File: config.mk
export PLATFORM = sky130hd
export DESIGN_NAME = keypad_entry_top
export DESIGN_NICKNAME = d
export VERILOG_FILES = /design/src/common/keypad_pkg.sv /design/src/keypad_entry_top.sv /design/src/entry_control.sv /design/src/digit_accumulator.sv /design/src/keypad/key_decoder.sv /design/src/keypad/keypad_scanner.sv
export SDC_FILE = /design/constraint.sdc
export NUM_CORES = 1
export LEC_CHECK = 0
export ABC_AREA = 0
export BUFFER_PORTS_ARGS = -buffer_cell sky130_fd_sc_hd__buf_2
export CAP_MARGIN = 20
export CORE_ASPECT_RATIO = 0.8
export CORE_MARGIN = 4
export CORE_UTILIZATION = 50
export DETAILED_ROUTE_END_ITERATION = 10
export PLACE_DENSITY = 0.71
export SYNTH_ARGS = -nofsm -noshare
export SYNTH_HDL_FRONTEND = slang
export SYNTH_HIERARCHICAL = 1
export SYNTH_SLANG_ARGS = --single-unit
File: constraint.sdc
create_clock -name clk -period 3.1 [get_ports clk]
set_input_delay 0.155 -clock clk [delete_from_list [all_inputs] [get_ports clk]]
set_output_delay 0.155 -clock clk [all_outputs]
set_load 0.02 [all_outputs]
File: src/common/keypad_pkg.sv
package keypad_pkg;

  // Keypad matrix dimensions
  localparam int NUM_ROWS = 4;
  localparam int NUM_COLS = 4;

  // Entry sizing
  localparam int MAX_DIGITS = 4;
  localparam int DIGIT_W    = 4;
  // Wide enough to hold MAX_DIGITS itself
  localparam int COUNT_W    = 3;

  // Class of a decoded key press
  typedef enum logic [1:0] {
    // Letter key or ghost press
    KEY_NONE  = 2'd0,
    KEY_DIGIT = 2'd1,
    // The * key
    KEY_CLEAR = 2'd2,
    // The # key
    KEY_ENTER = 2'd3
  } key_class_e;

  // Raw key code as seen on the matrix
  // Row bit 3 is the top row, column bit 3 the leftmost column
  typedef struct packed {
    logic [NUM_ROWS-1:0] row;
    logic [NUM_COLS-1:0] col;
  } key_raw_t;

  // Decoded key event
  typedef struct packed {
    key_class_e         cls;
    // Only meaningful for KEY_DIGIT
    logic [DIGIT_W-1:0] value;
  } key_evt_t;

  // Entry being typed or presented
  // Most recent digit sits in the low nibble
  typedef struct packed {
    logic [MAX_DIGITS*DIGIT_W-1:0] digits;
    logic [COUNT_W-1:0]            count;
  } entry_t;

endpackage
File: src/keypad_entry_top.sv
module keypad_entry_top (
  input  logic                             clk,
  input  logic                             nRst,
  input  logic                             enable,
  input  logic [keypad_pkg::NUM_ROWS-1:0]  read_row,
  input  logic                             entry_ready,
  output logic [keypad_pkg::NUM_COLS-1:0]  scan_col,
  output logic                             entry_valid,
  output keypad_pkg::entry_t               entry
);

  // Scanner to decoder
  keypad_pkg::key_raw_t key_raw;
  logic                 key_strobe;
  // Decoder to control
  keypad_pkg::key_evt_t key_evt;
  logic                 key_evt_valid;
  // Control to accumulator
  logic                 acc_clear;
  logic                 acc_push;
  keypad_pkg::entry_t   acc_entry;

  keypad_scanner keypad_scanner_i (
    .clk        (clk),
    .nRst       (nRst),
    .enable     (enable),
    .read_row   (read_row),
    .scan_col   (scan_col),
    .key_raw    (key_raw),
    .key_strobe (key_strobe)
  );

  key_decoder key_decoder_i (
    .clk           (clk),
    .nRst          (nRst),
    .key_raw       (key_raw),
    .key_strobe    (key_strobe),
    .key_evt       (key_evt),
    .key_evt_valid (key_evt_valid)
  );

  entry_control entry_control_i (
    .clk           (clk),
    .nRst          (nRst),
    .key_evt       (key_evt),
    .key_evt_valid (key_evt_valid),
    .entry_ready   (entry_ready),
    .acc_clear     (acc_clear),
    .acc_push      (acc_push),
    .entry_valid   (entry_valid)
  );

  // Pushed digit comes straight from the event payload
  digit_accumulator digit_accumulator_i (
    .clk        (clk),
    .nRst       (nRst),
    .acc_clear  (acc_clear),
    .acc_push   (acc_push),
    .push_digit (key_evt.value),
    .acc_entry  (acc_entry)
  );

  assign entry = acc_entry;

endmodule

File: src/entry_control.sv
module entry_control (
  input  logic                  clk,
  input  logic                  nRst,
  input  keypad_pkg::key_evt_t  key_evt,
  input  logic                  key_evt_valid,
  input  logic                  entry_ready,
  output logic                  acc_clear,
  output logic                  acc_push,
  output logic                  entry_valid
);

  // COLLECT builds the entry, PRESENT offers it downstream
  typedef enum logic {
    COLLECT = 1'b0,
    PRESENT = 1'b1
  } state_e;

  state_e state;
  state_e state_next;
  logic   is_digit;
  logic   is_clear;
  logic   is_enter;
  logic   xfer;

  // Event decode, only acted on while collecting
  assign is_digit = key_evt_valid && (key_evt.cls == keypad_pkg::KEY_DIGIT);
  assign is_clear = key_evt_valid && (key_evt.cls == keypad_pkg::KEY_CLEAR);
  assign is_enter = key_evt_valid && (key_evt.cls == keypad_pkg::KEY_ENTER);

  // Entry is offered for as long as we sit in PRESENT
  assign entry_valid = (state == PRESENT);
  assign xfer        = entry_valid && entry_ready;

  always_comb begin
    state_next = state;
    acc_push   = 1'b0;
    acc_clear  = 1'b0;
    case (state)
      COLLECT: begin
        // Letter keys and ghosts arrive as KEY_NONE and fall through
        acc_push  = is_digit;
        acc_clear = is_clear;
        if (is_enter)
          state_next = PRESENT;
      end
      PRESENT: begin
        // Events are dropped here, the entry stays frozen
        if (xfer) begin
          // Empty the accumulator for the next entry
          acc_clear  = 1'b1;
          state_next = COLLECT;
        end
      end
      default: begin
        state_next = COLLECT;
      end
    endcase
  end

  always_ff @(posedge clk, negedge nRst) begin
    if (!nRst)
      state <= COLLECT;
    else
      state <= state_next;
  end

endmodule

File: src/digit_accumulator.sv
module digit_accumulator (
  input  logic                                clk,
  input  logic                                nRst,
  input  logic                                acc_clear,
  input  logic                                acc_push,
  input  logic [keypad_pkg::DIGIT_W-1:0]      push_digit,
  output keypad_pkg::entry_t                  acc_entry
);

  localparam int DIGITS_W = keypad_pkg::MAX_DIGITS * keypad_pkg::DIGIT_W;

  logic full;

  // Further digits are dropped here, control never checks this
  assign full = (acc_entry.count == keypad_pkg::COUNT_W'(keypad_pkg::MAX_DIGITS));

  always_ff @(posedge clk, negedge nRst) begin
    if (!nRst) begin
      acc_entry.digits <= '0;
      acc_entry.count  <= '0;
    end else if (acc_clear) begin
      // Clear wins over a push in the same cycle
      acc_entry.digits <= '0;
      acc_entry.count  <= '0;
    end else if (acc_push && !full) begin
      // New digit enters at the low nibble, older ones move up
      acc_entry.digits <= {acc_entry.digits[DIGITS_W-keypad_pkg::DIGIT_W-1:0], push_digit};
      acc_entry.count  <= acc_entry.count + 1'b1;
    end
  end

endmodule

File: src/keypad/key_decoder.sv
module key_decoder (
  input  logic                  clk,
  input  logic                  nRst,
  input  keypad_pkg::key_raw_t  key_raw,
  input  logic                  key_strobe,
  output keypad_pkg::key_evt_t  key_evt,
  output logic                  key_evt_valid
);

  // Bit 2 flags a clean one-hot code, bits 1:0 give the index from the MSB
  function automatic logic [2:0] onehot_to_idx(input logic [3:0] vec);
    case (vec)
      4'b1000: onehot_to_idx = 3'b100;
      4'b0100: onehot_to_idx = 3'b101;
      4'b0010: onehot_to_idx = 3'b110;
      4'b0001: onehot_to_idx = 3'b111;
      default: onehot_to_idx = 3'b000;
    endcase
  endfunction

  logic [2:0]           row_dec;
  logic [2:0]           col_dec;
  keypad_pkg::key_evt_t evt_next;

  always_comb begin
    row_dec        = onehot_to_idx(key_raw.row);
    col_dec        = onehot_to_idx(key_raw.col);
    evt_next.cls   = keypad_pkg::KEY_NONE;
    evt_next.value = '0;
    // Ghosts fail the one-hot test, column 3 holds the letters
    if (row_dec[2] && col_dec[2] && col_dec[1:0] != 2'd3) begin
      if (row_dec[1:0] == 2'd3) begin
        // Bottom row is * 0 #
        case (col_dec[1:0])
          2'd0:    evt_next.cls = keypad_pkg::KEY_CLEAR;
          2'd1:    evt_next.cls = keypad_pkg::KEY_DIGIT;
          default: evt_next.cls = keypad_pkg::KEY_ENTER;
        endcase
      end else begin
        // Rows 0 to 2 hold 1..9 in reading order
        evt_next.cls   = keypad_pkg::KEY_DIGIT;
        evt_next.value = {2'b00, row_dec[1:0]} * 4'd3 + {2'b00, col_dec[1:0]} + 4'd1;
      end
    end
  end

  // Event payload
  always_ff @(posedge clk) begin
    if (key_strobe)
      key_evt <= evt_next;
  end

  // One-cycle valid behind the strobe
  always_ff @(posedge clk, negedge nRst) begin
    if (!nRst)
      key_evt_valid <= 1'b0;
    else
      key_evt_valid <= key_strobe;
  end

endmodule

File: src/keypad/keypad_scanner.sv
module keypad_scanner (
  input  logic                             clk,
  input  logic                             nRst,
  input  logic                             enable,
  input  logic [keypad_pkg::NUM_ROWS-1:0]  read_row,
  output logic [keypad_pkg::NUM_COLS-1:0]  scan_col,
  output keypad_pkg::key_raw_t             key_raw,
  output logic                             key_strobe
);

  // Two synchronizer stages plus a delay stage for edge detection
  logic [keypad_pkg::NUM_ROWS-1:0] row_q0;
  logic [keypad_pkg::NUM_ROWS-1:0] row_q1;
  logic [keypad_pkg::NUM_ROWS-1:0] row_q1_dly;
  logic [keypad_pkg::NUM_COLS-1:0] scan_col_next;
  // High one cycle ahead of key_strobe
  logic                            row_rise_early;

  // Column selection
  always_comb begin
    scan_col_next = scan_col;
    // Freeze on the raw row so the pressed column stays driven
    if (!(|read_row) && enable) begin
      if (scan_col == '0)
        scan_col_next = {1'b1, {(keypad_pkg::NUM_COLS-1){1'b0}}};
      else
        // Walk the one-hot bit right, wrap back to the MSB
        scan_col_next = {scan_col[0], scan_col[keypad_pkg::NUM_COLS-1:1]};
    end
  end

  always_ff @(posedge clk, negedge nRst) begin
    if (!nRst) begin
      row_q0     <= '0;
      row_q1     <= '0;
      row_q1_dly <= '0;
      scan_col   <= '0;
    end else begin
      row_q0     <= read_row;
      row_q1     <= row_q0;
      row_q1_dly <= row_q1;
      scan_col   <= scan_col_next;
    end
  end

  // Rising row bit on the second stage, one pulse per press
  assign key_strobe = |(row_q1 & ~row_q1_dly);

  // Same edge one stage earlier, used to load the key code
  assign row_rise_early = |(row_q0 & ~row_q1);

  // Capture lands on the edge that raises key_strobe
  // so the code is valid for the whole strobe cycle
  always_ff @(posedge clk) begin
    if (row_rise_early) begin
      key_raw.row <= row_q0;
      key_raw.col <= scan_col;
    end
  end

endmodule

==> metrics.csv <==
metric,value,unit
synthesis.nets,191,
grt_pass1_vias,1438,
relSlewSlack,0.476,
port_buffers,31,
vias,1403,
synth-edff-count,14,
fmax,393,MHz
rsz0062_at_grt,false,
reg2reg_from,keypad_scanner_i/key_raw[4],
yosysMostFrequentCell,dfrtp_1,
leakagePower,0.00126,uW
required,3.20,ns
arrival,2.65,ns
cts_buffers,5,
cts_resized,0,
htree_levels,2,
critPathKind,flop to flop,
critPathCaptureType,flop,
cts_tree,yes,
antenna_found_initial,0,
antenna_cells,0,
syn-mean-instance-area,13.2,um2
die_w,83.9,um
grt_max_degree,38,
cts_hold_buf,5,
synth_cell_types,39,
dr.first_iter.drc_count,65,
wl,3660,um
hpwl,2640,um
reg2reg_depth,9,
grt-ovfl-total,0,
synth_warnings,6,
vias_per_cell,5.18,
drc_errors,0,
max-vdd-ir-drop,0.458,mV
first_pass_iters,4,
synth.area.top_cells,"dfrtp_1, edfxtp_1, mux2i_1",
clockBufferDepth,2,
final.setup.worst_slack,0.558,ns
synth_area_leader_cell,dfrtp_1,
clkSinkCount,51,
cp_max_fo,3,
clk_pin_slew_worst_paths,0.09,ns
synth_seq_cells,51,
tightest_slew,0.786,ns
post-route-period-util,0.820,
power_density,712,nW/um2
synth_top_flop_cell,dfrtp_1,
synth_commonest_cells,"dfrtp_1, nand2b_1, mux2i_1",
area_growth,15.6,%
hold_class,primary input to flop,
grt_util_all_layers,0.140,
cts_root_buffer,clkbuf_8,
synth_top_area_frac,0.402,
regToRegEndpoint,key_decoder_i/key_evt[3],
fin_nets,229,
start_util,0.535,
grt_pass1_wl,6340,um
rows,21,
drv_slew,0,
hold_path_depth,2,
min_period,2.54,ns
ys_seq_area_frac,0.584,
wl_per_cell,13.5,um
setup_tns,0,ns
min_to,entry_control_i/entry_valid,
synthesis.instances,175,
die_area,5770,um2
setup_viol,0,
skew,0.00591,ns
die_h,68.7,um
outcome,"finished, final reports clean",
gp_congestion,0.730,
pre_cts_slack,0.587,ns
synth_area,2310,um2
ant_nets,0,
drive_above_1_share,0.229,
postCtsSetupBuffers,0,
hold_viol,0,
hp-start,entry_ready,
insertion_delay,0.30,ns
ys_async_sr_fraction,0.725,
start_kind,flop,
n_fill_cell,350,
rrSetupSlack,0.56,ns
ios,32,
max_cap_violations,0,
design.core.area,4310,um2
-- layout make-up --
type / instances / area [um2] / area share
clock buffers: 7 / 97.6 / 0.0366
clock inverters: 1 / 30.0 / 0.0113
repair buffers: 36 / 205 / 0.0770
flip-flops and latches: 51 / 1350 / 0.505
well taps: 57 / 71.3 / 0.0268
multi-input cells: 107 / 870 / 0.326
inverters: 12 / 45.0 / 0.0169
-- registers in the layout (all words and copies together), names as in the netlist --
name and flops:
key_decoder_i/key_evt 6, key_decoder_i/key_evt_valid 1, keypad_scanner_i/key_raw 8, digit_accumulator_i/acc_entry 19, keypad_scanner_i/row_q0 4, entry_control_i/entry_valid 1, keypad_scanner_i/row_q1 4, keypad_scanner_i/scan_col 4
keypad_scanner_i/row_q1_dly 4
-- through the flow --
| stage | utilization | hold WS [ns] | cells | total power (uW) | instance area (um2) |
|---|---|---|---|---|---|
| 3_5_place_dp | 0.577 | 0.279 | 258 | 1420 | 2490 |
| 3_3_place_gp | 0.577 | 0.272 | 258 | 1390 | 2490 |
| 2_1_floorplan | - | -0.141 | 175 | 1270 | 2310 |
| 6_report | 0.618 | 0.0294 | 271 | 1900 | 2670 |
| 5_1_grt | 0.618 | 0.0186 | 271 | 2020 | 2670 |
| 4_1_cts | 0.618 | 0.0176 | 271 | 1930 | 2670 |
-- worst max path at each step --
stage | from | to | slack [ns] | cells past startpoint
6_report | keypad_scanner_i/key_raw[4] | key_decoder_i/key_evt[3] | 0.56 | 9
5_1_grt | keypad_scanner_i/key_raw[4] | key_decoder_i/key_evt[2] | 0.38 | 8
4_1_cts | keypad_scanner_i/key_raw[4] | key_decoder_i/key_evt[3] | 0.55 | 9
3_5_place_dp | keypad_scanner_i/key_raw[4] | key_decoder_i/key_evt[3] | 0.59 | 9
3_3_place_gp | keypad_scanner_i/key_raw[4] | key_decoder_i/key_evt[3] | 0.71 | 9
2_1_floorplan | keypad_scanner_i/key_raw[4] | key_decoder_i/key_evt[1] | 0.77 | 7
-- logic make-up after synthesis --
kind of cell / Yosys count / synth area share
AO/OA/AOI/OAI: 13 / 0.0478
XOR/XNOR: 8 / 0.0304
adder cells (fa/ha/maj): 8 / 0.0499
buffers and inverters: 17 / 0.0391
flip-flops: 51 / 0.584
multiplexers: 24 / 0.111
AND/OR/NAND/NOR: 54 / 0.138
-- metal layers --
metal,global-route usage,part of all wire
met4,0.0582,0.010
met3,0.0404,0.053
met1,0.154,0.42
met2,0.263,0.51
met5,0,0
-- critical path, stage by stage, from the launching register on --
cell and delay [ns]:
edfxtp_1 0.44, xnor2_1 0.15, nor3_1 0.29, inv_1 0.11
fa_1 0.52, inv_1 0.07, ha_1 0.29, a21o_1 0.11
a21oi_1 0.07, nor4_1 0.31
-- power by group --
group / leakage [uW] / internal, uW / switching [uW]
registers: 0.000622 / 804 / 98.5
clock network: 0.0000636 / 290 / 206
logic: 0.000575 / 220 / 279
-- cells in the final DEF (no fill, tap or decap), types with 2 or more instances in the layout --
cell type and instances:
a21oi_1 2, a22oi_1 2, buf_2 31, clkbuf_8 5, dfrtp_1 37, dlygate4sd3_1 5, edfxtp_1 14, fa_1 2
ha_1 6, inv_1 12, mux2_4 3, mux2i_1 20, nand2_1 6, nand2b_1 22, nand3b_1 2, nor2_1 5
nor3_1 5, nor4_1 3, nor4b_1 2, o22ai_1 2, or2_2 2, xnor2_1 3, xor2_1 5
Note: power is estimated with default switching activity, not from simulation.
